### src/include/iq_macros.svh
// issue slice width macros
`ifndef IQ_MACROS_SVH
`define IQ_MACROS_SVH

// data and pc width fixed by the ISA
`define IQ_XLEN 32

// architectural integer registers
`define IQ_NREGS 32

// pc shown on a lane that carries nothing
`define IQ_PC_RESET 32'h1c00_0000

`endif

### src/iq_pkg.sv
// issue slice shared types
`default_nettype none

`include "iq_macros.svh"

package iq_pkg;

    typedef logic [`IQ_XLEN-1:0] word_t;
    typedef logic [$clog2(`IQ_NREGS)-1:0] reg_idx_t;

    // encodings are fixed so vector files can carry them as numbers
    typedef enum logic [2:0] {
        op_add = 3'd0,
        op_sub = 3'd1,
        op_and = 3'd2,
        op_or  = 3'd3,
        op_xor = 3'd4,
        op_sll = 3'd5,
        op_srl = 3'd6,
        op_slt = 3'd7
    } alu_op_e;

    // serial stands in for priv, syscall and break
    typedef enum logic {
        kind_alu    = 1'b0,
        kind_serial = 1'b1
    } uop_kind_e;

    typedef enum logic {
        st_pair   = 1'b0,
        st_second = 1'b1
    } split_state_e;

    typedef struct packed {
        logic      valid;
        word_t     pc;
        uop_kind_e kind;
        alu_op_e   op;
        logic      use_imm;
        reg_idx_t  rd;
        reg_idx_t  rj;
        reg_idx_t  rk;
        word_t     imm;
    } uop_t;

    typedef struct packed {
        uop_t slot0;
        uop_t slot1;
    } pair_t;

    typedef struct packed {
        uop_t lane0;
        uop_t lane1;
    } issue_t;

    typedef struct packed {
        logic     valid;
        word_t    pc;
        reg_idx_t rd;
        word_t    value;
    } retire_t;

endpackage

`default_nettype wire

### src/issue_split.sv
// dual issue splitter
`timescale 1ns/1ps
`default_nettype none

`include "iq_macros.svh"

module issue_split (
    input  logic           clk,
    input  logic           rstn,
    input  iq_pkg::pair_t  in_pair,
    input  logic           in_valid,
    output logic           in_allowin,
    output iq_pkg::issue_t issue
);

    iq_pkg::split_state_e state_q;
    logic                 s0_rd_nz;
    logic                 raw_hazard;
    logic                 waw_hazard;
    logic                 dual_ok;
    logic                 need_split;

    // slot1 must not read or overwrite what slot0 produces
    assign s0_rd_nz   = in_pair.slot0.rd != '0;
    assign raw_hazard = s0_rd_nz && (in_pair.slot1.rj == in_pair.slot0.rd ||
                                     in_pair.slot1.rk == in_pair.slot0.rd);
    assign waw_hazard = s0_rd_nz && in_pair.slot1.rd != '0 &&
                        in_pair.slot1.rd == in_pair.slot0.rd;

    assign dual_ok = in_pair.slot0.valid && in_pair.slot1.valid &&
                     in_pair.slot0.kind == iq_pkg::kind_alu &&
                     in_pair.slot1.kind == iq_pkg::kind_alu &&
                     !raw_hazard && !waw_hazard;

    assign need_split = in_valid && in_pair.slot0.valid && in_pair.slot1.valid && !dual_ok;

    // hold upstream only during the first half of a split
    assign in_allowin = !(state_q == iq_pkg::st_pair && need_split);

    always_comb begin
        // empty lanes show the reset pc
        issue          = '0;
        issue.lane0.pc = `IQ_PC_RESET;
        issue.lane1.pc = `IQ_PC_RESET;
        if (in_valid) begin
            if (state_q == iq_pkg::st_second) begin
                issue.lane0 = in_pair.slot1;
            end else if (need_split || dual_ok) begin
                issue.lane0 = in_pair.slot0;
                if (dual_ok) begin
                    issue.lane1 = in_pair.slot1;
                end
            end else if (in_pair.slot0.valid) begin
                issue.lane0 = in_pair.slot0;
            end else if (in_pair.slot1.valid) begin
                // lone slot1 moves down to lane0
                issue.lane0 = in_pair.slot1;
            end
        end
    end

    always_ff @(posedge clk or negedge rstn) begin
        if (!rstn) begin
            state_q <= iq_pkg::st_pair;
        end else if (state_q == iq_pkg::st_second) begin
            state_q <= iq_pkg::st_pair;
        end else if (need_split) begin
            state_q <= iq_pkg::st_second;
        end
    end

    // upstream keeps the pair presented until the second half goes
    a_second_holds_valid: assert property (
        @(posedge clk) disable iff (!rstn)
        state_q == iq_pkg::st_second |-> in_valid
    );

    a_lane1_needs_lane0: assert property (
        @(posedge clk) disable iff (!rstn)
        issue.lane1.valid |-> issue.lane0.valid
    );

endmodule

`default_nettype wire

### config.mk
export PLATFORM = sky130hd
export DESIGN_NAME = issue_split
export DESIGN_NICKNAME = d
export VERILOG_FILES = /design/src/iq_pkg.sv /design/src/issue_split.sv
export VERILOG_INCLUDE_DIRS = /design/src /design/src/include
export SDC_FILE = /design/constraint.sdc
export NUM_CORES = 1
export LEC_CHECK = 0
export BUFFER_PORTS_ARGS = -buffer_cell sky130_fd_sc_hd__buf_2
export CAP_MARGIN = 25
export CORE_AREA = 2 2 133 135
export DETAILED_ROUTE_END_ITERATION = 12
export DIE_AREA = 0 0 135 137
export PLACE_DENSITY_LB_ADDON = 0.15
export REMOVE_ABC_BUFFERS = 1
export SLEW_MARGIN = 15
export SYNTH_ARGS = -nofsm -noshare
export SYNTH_HDL_FRONTEND = slang
export SYNTH_SLANG_ARGS = --single-unit
### constraint.sdc
create_clock -name clk -period 4.7 [get_ports clk]
set_clock_uncertainty 0.2 [all_clocks]
set_input_delay 0.94 -clock clk [delete_from_list [all_inputs] [get_ports clk]]
set_output_delay 0.94 -clock clk [all_outputs]
set_load 0.01 [all_outputs]
## After elaboration in Yosys (flattened, before gate mapping)

Cells that the tools add are included.

| word-level totals | value |
|---|---|
| logic and storage cells | 37 |
| output and inout bits | 171 |
| input port bits | 173 |
| flip-flop bits (word level) | 1 |

| cells by class | value |
|---|---|
| mux-type cells | 10 |
| equal/unequal tests | 3 |
| bitwise operators | 3 |
| reduce and logical (&&, ||, !) cells | 20 |

Operator list:

| cell | number |
|---|---|
| 85-bit 2-to-1 mux | 7 |
| 170-bit 2-to-1 mux | 1 |
| 5-bit == test | 3 |
| 1-bit logical AND | 12 |
| 5-bit nonzero test | 2 |
| 1-bit zero test | 4 |
| 1-bit NOT | 3 |
| 1-bit logical OR | 2 |
| 1-bit 2-to-1 mux | 2 |

## Depth between registers and ports, before layout

| depth | value |
|---|---|
| word-level depth | 12 |
| gate-level depth with buffers | 8 |
| gate-level depth less buffers | 5 |

## Least setup slack after synthesis

No wires, ideal clock.

| path | value |
|---|---|
| path type | input port to output port |
| start | input in_pair[136] (netlist bit) |
| end | output issue[21] (netlist bit) |
| data arrival time | 2.260 ns |
| path buffers | 2 |
| setup slack | 1.300 ns |
| stages on the path | 6 |
| required time | 3.560 ns |
| cells stage by stage | nor2_1 -> nand3_1 -> or3b_2 -> clkbuf_1 -> buf_2 -> nor3b_1 |

RTL lines:

| what | RTL line | source |
|---|---|---|
| from (decl) | issue_split.sv:10 | `input iq_pkg::pair_t in_pair,` |
| to (decl) | issue_split.sv:13 | `output iq_pkg::issue_t issue` |

==> flow_summary.json <==
{
  "dp_hpwl_mm": 10.3,
  "powerDensity_nw_per_um2": 86.3,
  "clk_pin_slew_ns": 0,
  "clock.fmax_ghz": 0.254,
  "synth_flop_cell": "dfrtp_1",
  "clk_latency_ns": 0,
  "setup-violations-final": 0,
  "fill_cells": 1900,
  "avgSynthCellArea_um2": 7.32,
  "postCtsSetupBuffers": 0,
  "ir_drop_mv": 0.0364,
  "start_kind": "input port",
  "reg2reg_depth": 2,
  "dieHeight_um": 137,
  "ys_seq_area_frac": 0.0101,
  "dr_total_vias": 3814,
  "area_growth_pct": 77.4,
  "rsz0062_at_grt": "no",
  "finalCriticalPeriod_ns": 3.94,
  "synth_area_leader_cell": "a22oi_1",
  "p_total_uw": 379,
  "crit_required_ns": 3.56,
  "synthArstFlopShare": 1.00,
  "ant_nets": 0,
  "post_cts_resized": 0,
  "viasPerCell": 4.38,
  "largest_reg_flops": 1,
  "endpoint_kind": "primary output",
  "combPwrFrac": 0.974,
  "wl_per_cell_um": 15.0,
  "die_x_um": 135,
  "netSwitchingPower_uw": 198,
  "hold_viol": 0,
  "place_inst": 870,
  "worstMarginPinSlew_ns": 0.750,
  "synth.top_cells.by_area": "a22oi_1 25%, nor2b_1 20%, nor3b_2 20%",
  "power.leakage_uw": 0.00224,
  "grt_max_degree": 88,
  "antenna_found_initial": 1,
  "io_buffers": 342,
  "ys_seq_elements": 1,
  "regMostFlops": "state_q",
  "p_seq_frac": 0.026,
  "status": "completed",
  "p_clk_frac": 0,
  "fin_crit_sh": 0.838,
  "switching_share": 0.524,
  "track_usage": 0.122,
  "drcViolationCount": 0,
  "cap_violations": 0,
  "synth_edf_count": 0,
  "synth_cells": 338,
  "p_int_uw": 180,
  "top_regs": "state_q (1)",
  "rows": 48,
  "die_area_um2": 18500,
  "critPathMaxFanout": 37,
  "drt_wl_total_mm": 13.1,
  "firstDrtPassIters": 5,
  "grt_pass1_wl_mm": 18.8,
  "core-area_um2": 17100,
  "hold_class": "in2async",
  "stdcell_count": 871,
  "yosysWarnings": 0,
  "synth.distinct_cells": 32,
  "io_pins": 344,
  "drt_iter0_drc": 171,
  "overflow": 0,
  "initial_core_util": 0.145,
  "slew_headroom": 0.500,
  "final_nets": 820,
  "grt_pass1_vias": 3532,
  "critical_path_class": "in2out",
  "synth_top_area_share": 0.246,
  "drive_above_1_share": 0.616,
  "final_max_slew_viol_count": 0,
  "holdBufCountCts": 0,
  "synth.cell_area_um2": 2470,
  "gp_congestion": 0.815,
  "arrival_ns": 2.80
}
## critical path, stage by stage
cell and delay, ns:
buf_2 0.14, xor2_1 0.16, nor4_1 0.27, o21ai_1 0.15, a31oi_4 0.51, buf_12 0.32, nor3b_1 0.10, buf_2 0.18
## cell families (layout without fill, tap and decap cells)
| family | count (synthesis) | count (layout) | synth area share |
|---|---|---|---|
| DFF | 1 | 1 | 0.0101 |
| other | 1 | 2 | 0.00152 |
| and+or+nand+nor | 183 | 183 | 0.574 |
| AOI/OAI and AO/OA | 91 | 91 | 0.277 |
| xor gates and xnor gates | 14 | 14 | 0.0496 |
| buffers and inverters | 48 | 355 | 0.0885 |
## final timing paths
| kind | endpoint | from | slack (ns) |
|---|---|---|---|
| max | issue[7] | in_pair[130] | 0.76 |
| min | state_q | rstn | 0.52 |
| max reg2reg | state_q | state_q | 3.23 |
| min reg2reg | state_q | state_q | 0.60 |
| max in group asynchronous | state_q | rstn | 3.70 |
| min in group clk | state_q | state_q | 0.60 |
## synthesized netlist by cell type, types with 2 or more instances
master    number
nor3b_2       39
clkbuf_1      27
nand2_1        3
nor3b_1       41
buf_4          5
nor2b_1       81
xnor2_1        4
nand3_1        3
or3_1          3
xor2_1        10
nor3_1         3
nor2_1         4
nor4_1         2
a22oi_1       81
buf_1          4
o22ai_1        3
buf_2         10
## stage by stage
stage               cell area (um^2)  hold slack (ns)   util  setup TNS, ns  setup WS (ns)
CTS                             4390            0.517  0.257              0          0.744
floorplan                       2260            0.444      -        -106.39          -1.04
detailed placement              4390            0.517  0.257              0          0.740
finish                          4390            0.515  0.257              0          0.762
global route                    4390            0.522  0.257              0          0.528
global placement                4390            0.516  0.257              0          0.788
## final cells by class
class	instances	area [um^2]	area share
multi-input combinational	289	2250	0.513
timing repair buffer	354	1830	0.416
tap	225	282	0.0641
sequential	1	25.0	0.00570
inverter	1	3.75	0.000855
antenna	1	2.50	0.000570
## cells in the final DEF (no fill, tap or decap), drive strengths merged, types with 2 or more instances in the layout
master	instances
nor2b	81
xnor2	4
nand3	3
nand2	3
nor3	3
buf	354
nor2	4
a22oi	81
o22ai	3
nor4	2
xor2	10
or3	3
nor3b	80
## routing by layer
| layer | share of wire | wire [um] | track usage | up-vias |
|---|---|---|---|---|
| li1 | - | - | - | 1859 |
| met1 | 0.39 | 5120 | 0.145 | 1739 |
| met2 | 0.52 | 6750 | 0.242 | 212 |
| met3 | 0.088 | 1150 | 0.0189 | 4 |
| met4 | 0.0041 | 54 | 0.00521 | 0 |
| met5 | 0 | 0 | 0 | - |
## power by group through the flow
| stage | clock (uW) | sequential [uW] | combinational, uW |
|---|---|---|---|
| after floorplan | 0 | 9.41 | 176 |
| after global placement | 0 | 9.76 | 371 |
| after detailed placement | 0 | 9.76 | 372 |
| after CTS | 0 | 9.77 | 373 |
| after global routing | 0 | 9.83 | 405 |
| final | 0.0000284 | 9.77 | 369 |
Note: power is estimated with default switching activity, not from simulation.
