$ cat config.mk
export PLATFORM = sky130hd
export DESIGN_NAME = regfile
export DESIGN_NICKNAME = d
export VERILOG_FILES = /design/src/iq_pkg.sv /design/src/regfile.sv
export VERILOG_INCLUDE_DIRS = /design/src /design/src/include
export SDC_FILE = /design/constraint.sdc
export NUM_CORES = 2
export LEC_CHECK = 0
export ABC_CLOCK_PERIOD_IN_PS = 1600
export BUFFER_PORTS_ARGS = -buffer_cell sky130_fd_sc_hd__buf_2
export CAP_MARGIN = 15
export CORE_MARGIN = 2
export CORE_UTILIZATION = 45
export CTS_CLUSTER_SIZE = 14
export DETAILED_ROUTE_END_ITERATION = 8
export GPL_ROUTABILITY_DRIVEN = 0
export SLEW_MARGIN = 30
export SYNTH_ARGS = -nofsm -noshare
export SYNTH_HDL_FRONTEND = slang
export SYNTH_SLANG_ARGS = --single-unit
export TNS_END_PERCENT = 10
$ cat constraint.sdc
create_clock -name clk -period 1.6 [get_ports clk]
set_input_delay 0 -clock clk [delete_from_list [all_inputs] [get_ports clk]]
set_output_delay 0 -clock clk [all_outputs]
set_load 0.005 [all_outputs]
$ cat src/include/iq_macros.svh
// issue slice width macros
`ifndef IQ_MACROS_SVH
`define IQ_MACROS_SVH

// data and pc width fixed by the ISA
`define IQ_XLEN 32

// architectural integer registers
`define IQ_NREGS 32

// pc shown on a lane that carries nothing
`define IQ_PC_RESET 32'h1c00_0000

`endif

$ cat src/iq_pkg.sv
// issue slice shared types
`default_nettype none

`include "iq_macros.svh"

package iq_pkg;

    typedef logic [`IQ_XLEN-1:0] word_t;
    typedef logic [$clog2(`IQ_NREGS)-1:0] reg_idx_t;

    // encodings are fixed so vector files can carry them as numbers
    typedef enum logic [2:0] {
        op_add = 3'd0,
        op_sub = 3'd1,
        op_and = 3'd2,
        op_or  = 3'd3,
        op_xor = 3'd4,
        op_sll = 3'd5,
        op_srl = 3'd6,
        op_slt = 3'd7
    } alu_op_e;

    // serial stands in for priv, syscall and break
    typedef enum logic {
        kind_alu    = 1'b0,
        kind_serial = 1'b1
    } uop_kind_e;

    typedef enum logic {
        st_pair   = 1'b0,
        st_second = 1'b1
    } split_state_e;

    typedef struct packed {
        logic      valid;
        word_t     pc;
        uop_kind_e kind;
        alu_op_e   op;
        logic      use_imm;
        reg_idx_t  rd;
        reg_idx_t  rj;
        reg_idx_t  rk;
        word_t     imm;
    } uop_t;

    typedef struct packed {
        uop_t slot0;
        uop_t slot1;
    } pair_t;

    typedef struct packed {
        uop_t lane0;
        uop_t lane1;
    } issue_t;

    typedef struct packed {
        logic     valid;
        word_t    pc;
        reg_idx_t rd;
        word_t    value;
    } retire_t;

endpackage

`default_nettype wire

$ cat src/regfile.sv
// integer register file
`timescale 1ns/1ps
`default_nettype none

`include "iq_macros.svh"

module regfile (
    input  logic             clk,
    input  logic             rstn,
    input  iq_pkg::reg_idx_t rd_idx0,
    input  iq_pkg::reg_idx_t rd_idx1,
    input  iq_pkg::reg_idx_t rd_idx2,
    input  iq_pkg::reg_idx_t rd_idx3,
    output iq_pkg::word_t    rd_data0,
    output iq_pkg::word_t    rd_data1,
    output iq_pkg::word_t    rd_data2,
    output iq_pkg::word_t    rd_data3,
    input  logic             wr_en0,
    input  logic             wr_en1,
    input  iq_pkg::reg_idx_t wr_idx0,
    input  iq_pkg::reg_idx_t wr_idx1,
    input  iq_pkg::word_t    wr_data0,
    input  iq_pkg::word_t    wr_data1
);

    iq_pkg::word_t regs [`IQ_NREGS];

    // r0 reads as zero
    assign rd_data0 = (rd_idx0 == '0) ? '0 : regs[rd_idx0];
    assign rd_data1 = (rd_idx1 == '0) ? '0 : regs[rd_idx1];
    assign rd_data2 = (rd_idx2 == '0) ? '0 : regs[rd_idx2];
    assign rd_data3 = (rd_idx3 == '0) ? '0 : regs[rd_idx3];

    always_ff @(posedge clk or negedge rstn) begin
        if (!rstn) begin
            for (int i = 0; i < `IQ_NREGS; i++) begin
                regs[i] <= '0;
            end
        end else begin
            if (wr_en0 && wr_idx0 != '0) begin
                regs[wr_idx0] <= wr_data0;
            end
            // port 1 is later in program order, so it wins
            if (wr_en1 && wr_idx1 != '0) begin
                regs[wr_idx1] <= wr_data1;
            end
        end
    end

endmodule

`default_nettype wire

# Word level (Yosys, flattened, before mapping)

Cells that the tools add are included.

Register bits: 1024
Output and inout bits: 128
Logic and storage cells: 80
Bits of input ports: 98

Reductions and logical operators: 10
Multiplexer cells: 24
$lt $le $gt $ge: 8
Bitwise operators: 6

Operators by type and width:

| operator           | count |
|---|---|
| $bwmux 1024        | 2 |
| $mux 1024          | 2 |
| $bmux 32 s5        | 4 |
| $mux 32            | 14 |
| $demux 32 s5       | 2 |
| $ge 6x6->1 const B | 6 |
| $not 5->6          | 6 |
| $logic_not 5->1    | 4 |
| $lt 6x1->1 const B | 2 |
| $reduce_bool 5->1  | 2 |
| $logic_and 1x1->1  | 4 |

# Logic depth before layout (Yosys ltp)

Depth after elaboration: 9
Mapped depth: 8
Depth with buffers taken out: 4

# Worst setup path after synthesis

Ideal clock, no wire load.

Kind: input port to flip-flop
Start: in wr_idx0[0]
End: reg regs[674] (netlist bit)
Cell stages on the path: 7
Slack: 0.234 ns
Arrival: 1.229 ns
Buffers on the path: 3
Setup time: 0.137 ns
Data required time: 1.463 ns
Cells stage by stage: nand2b_1 -> buf_2 -> or4_1 -> buf_2 -> buf_6 -> mux2i_1 -> a21oi_1

Word-level cells in the longest chain between the ends: 9
Elaborated cells between the ends (all ways): 12
Those cells by class: 2 x order compare; 6 x mux; 1 x bitwise; 3 x reduce/logical

RTL lines:

| item                                                                  | RTL line      | text |
|---|---|---|
| from (decl)                                                           | regfile.sv:20 | `input iq_pkg::reg_idx_t wr_idx0,` |
| $not 5->6 (implied by the code)                                       | regfile.sv:41 | `regs[wr_idx0] <= wr_data0;` |
| $ge 6x6->1 (implied by the code) / $lt 6x1->1 (equally long branches) | regfile.sv:41 |  |
| $logic_and 1x1->1 (implied by the code)                               | regfile.sv:41 |  |
| $mux 32 (implied by the code)                                         | regfile.sv:41 |  |
| $demux 32 s5                                                          | regfile.sv:41 |  |
| $bwmux 1024                                                           | regfile.sv:41 |  |
| $mux 1024 *                                                           | regfile.sv:40 | `if (wr_en0 && wr_idx0 != '0) begin` |
| $bwmux 1024                                                           | regfile.sv:45 | `regs[wr_idx1] <= wr_data1;` |
| $mux 1024 *                                                           | regfile.sv:44 | `if (wr_en1 && wr_idx1 != '0) begin` |
| to (signal, indexed assignment)                                       | regfile.sv:41 |  |
| to (signal, indexed assignment)                                       | regfile.sv:45 |  |
| to (decl)                                                             | regfile.sv:26 | `` iq_pkg::word_t regs [`IQ_NREGS]; `` |

Mark *: on every way between the ends. The rest lies on a longest branch, timed or not.

# Final worst setup path

Start: reg regs[923] (netlist bit)
End: out rd_data0[27]

Word-level cells in the longest chain between the ends: 4

RTL lines:

| item                                        | RTL line      | text |
|---|---|---|
| $bmux 32 s5                                 | regfile.sv:29 | `assign rd_data0 = (rd_idx0 == '0) ? '0 : regs[rd_idx0];` |
| $mux 32 (implied by the code) (2 in series) | regfile.sv:29 |  |
| $mux 32                                     | regfile.sv:29 |  |
| to (decl)                                   | regfile.sv:14 | `output iq_pkg::word_t rd_data0,` |

No other way between the ends. The select of a mux whose other input is x is not followed.

==> results.toml <==
[worst_setup_path]
worst_r2r_endpoint = "regs[224]"
worstSetupStartpointType = "register"
reg2regPathDepth = 3
criticalPathCategory = "register to output pin"
cp_max_fo = 5
rrSetupSlack_ns = 0.28
worstPathRequired_ns = 1.60
worstPathArrival_ns = 2.68
critPathCaptureType = "output pin"
crit-reg2reg-launch = "regs[224]"

[placed_design]
placed_cells = 10200
dp_hpwl_um = 263000
placed_cell_area_um2 = 94400
dpl_worst_slack_ns = -0.957
io_buffers = 225

[min_path]
hp-class = "input port to register"
min-delay-start = "wr_idx1[1]"
hold_path_end = "regs[832]"
holdPathStages = 5

[finish]
drive_gt1_share_pct = 39.1
nFillCells = 14600
fin_cells = 10500
utilization_pct = 57.2
reg.largest.list = "regs x1024"
area_delta_synth_final_pct = 26.7
largest_reg_flops = 1024
final_area_um2 = 102000
nNetsFinal = 8185
top_register = "regs"

[synth]
yosysTopAreaCell = "dfrtp_1"
ys.flop_type = "dfrtp_1"
synth_nets = 7404
synthCells = 7306
async_flop_share_pct = 100
ys_ff_latch = 1024
seq_area_frac_synth_pct = 31.9
postSynthAreaPerCell_um2 = 11.0
synth-edff-count = 0
synth_area_um2 = 80300
yosysUniqueCellTypes = 50
synth_top_area_share_pct = 31.9
yosys_warnings = 0
synth_top_cells_by_area = "dfrtp_1 (32%), mux4_2 (25%), mux2i_1 (15%)"

[sta]
fin_ws_ns = -1.08
tightest_slew_ns = 1.17
finalMaxSlewViolations = 0
finalHoldViolCount = 0
grt_setup_unrepaired = "true"
finClkSkew_ns = 0
period_needed_ns = 2.68
max_clock_freq_ghz = 0.373
finalSetupViolCount = 128
slew_headroom_pct = 21.8
finalCritPeriodShare_pct = 167
tns_ns = -120.85
whs_ns = 0.000554

[floorplan]
die_height_um = 427
core_area_um2 = 178000
die_x_um = 427
initial_core_util_pct = 45.2
pin_count = 226
row_count = 155
die_area_um2 = 182000

[clocking]
clk_pin_slew_ns = 0.06
insertion_delay_ns = 0.80
cts_buffers = 130
clock_path_buffers = 3
cts_tree = "yes"
cts_num_sinks = 1024
ctsHtreeMaxLevel = 4
clockRootBuffer = "clkbuf_16"

[drt]
avgRoutedWirePerCell_um = 37.4
route.detailed.drc = 0
finalWirelength_um = 394000
dr.pass1.iters = 7
drt-initial-drc-count = 12700
ant_nets = 0
vias_per_cell = 7.26
num_vias = 76500

[power_and_ir_drop]
power.total_mw = 115
vdd_ir_drop_max_mv = 0.955
p_per_area_nw_per_um2 = 1130
total_leakage_power_nw = 43.2

[grt]
grt_pass1_wl_um = 555000
grt_util_met2_pct = 59.7
met3_usage_pct = 17.5
antenna_found_initial = 13
busiest_layer = "met2"
grt_max_degree = 81
overflow = 0
track_usage_pct = 42.9
met1_usage_pct = 52.5
first_global_vias = 73800

[status]
outcome = "finished, violations left"
failed_checks = "negative setup slack"

[run]
max_cap_violations = 0
synth_stat cells (5+ instances only):
cell / number
mux2i_1: 1210
dfrtp_1: 1024
mux4_2: 896
nor2_1: 592
a21oi_1: 576
o21ai_0: 544
clkbuf_1: 535
nand2_1: 496
buf_2: 235
buf_4: 151
nor2b_1: 143
mux2_2: 129
a211oi_1: 128
a22oi_1: 128
a311oi_1: 128
a221oi_1: 95
o21ai_1: 93
a32oi_1: 39
o2111ai_1: 33
buf_6: 26
nand3_1: 11
and3_1: 8
nor2_2: 8
buf_1: 7
nand2b_1: 7
nand3b_1: 7
nand4_1: 6
nor3b_2: 5
or4_1: 5
critical path: stages (launching register included):
cell and delay (ns):
dfrtp_1 0.44, mux4_2 0.50, nor2b_4 0.14, a211oi_2 0.17, buf_4 0.17, a311oi_4 0.05, buf_4 0.26, buf_6 0.11
worst max-delay path by stage:
stage	start	endpoint	slack, ns	depth (start not counted)
floorplan	wr_idx0[0]	regs[674]	0.23	7
global placement	rd_idx2[1]	rd_data2[16]	-0.96	9
detailed placement	rd_idx2[1]	rd_data2[16]	-0.96	9
CTS	regs[923]	rd_data0[27]	-1.05	7
global route	regs[923]	rd_data0[27]	-1.10	7
finish	regs[923]	rd_data0[27]	-1.08	7
cells in the final DEF, fill, tap and decap left out, drive strengths merged, types with 2 or more instances in the layout:
cell / count
a211oi: 128
a21oi: 576
a221oi: 95
a22oi: 128
a311oi: 128
a32oi: 39
and2: 4
and3: 8
and3b: 3
and4: 2
buf: 1521
bufinv: 13
clkbuf: 172
clkinv: 26
clkinvlp: 6
dfrtp: 1024
diode: 11
dlygate4sd3: 81
dlymetal6s4s: 2
inv: 13
mux2: 129
mux2i: 1210
mux4: 896
nand2: 496
nand2b: 7
nand3: 12
nand3b: 7
nand4: 7
nor2: 600
nor2b: 143
nor3: 7
nor3b: 6
nor4: 3
nor4b: 2
o2111ai: 33
o21ai: 637
or2: 4
or3: 3
or4: 5
logic make-up after synthesis:
group / synth area share (%)
and+or+nand+nor: 7.13
muxes: 42.0
DFF: 31.9
buffers and inverters: 5.80
AOI/OAI and AO/OA: 13.2
power breakdown:
part           internal, mW  leakage [nW]  switching, mW
Clock                  18.2          2.14           13.2
Sequential             32.7          12.4           8.90
Combinational          23.6          28.6           18.0
Total                  74.5          43.2           40.0
routing by layer:
layer | vias up | share of wire, %
met5 | - | 0.021
met4 | 12 | 9.5
met3 | 1944 | 15
met2 | 7144 | 41
met1 | 37700 | 34
li1 | 29700 | -
final cells by class:
| type | instances | area (um^2) | area share (%) |
|---|---|---|---|
| antenna | 11 | 27.5 | 0.0270 |
| clock buffer | 172 | 3660 | 3.60 |
| clock inverter | 54 | 697 | 0.685 |
| inverter | 4 | 25.0 | 0.0246 |
| multi-input combinational | 5323 | 52500 | 51.6 |
| sequential | 1024 | 25700 | 25.2 |
| tap | 2355 | 2950 | 2.90 |
| timing repair buffer | 1604 | 16200 | 15.9 |
timing repair:
action / 4_1_cts / 5_1_grt
endpoints found under the hold margin: 2016 / 0
pin swaps: 64 / 39
setup endpoints to repair: 128 / 132
gates resized for setup: 397 / 198
hold buffers: 84 / 0
buffers inserted: 13 / 8
No activity file was read; power rests on OpenSTA's default activity.
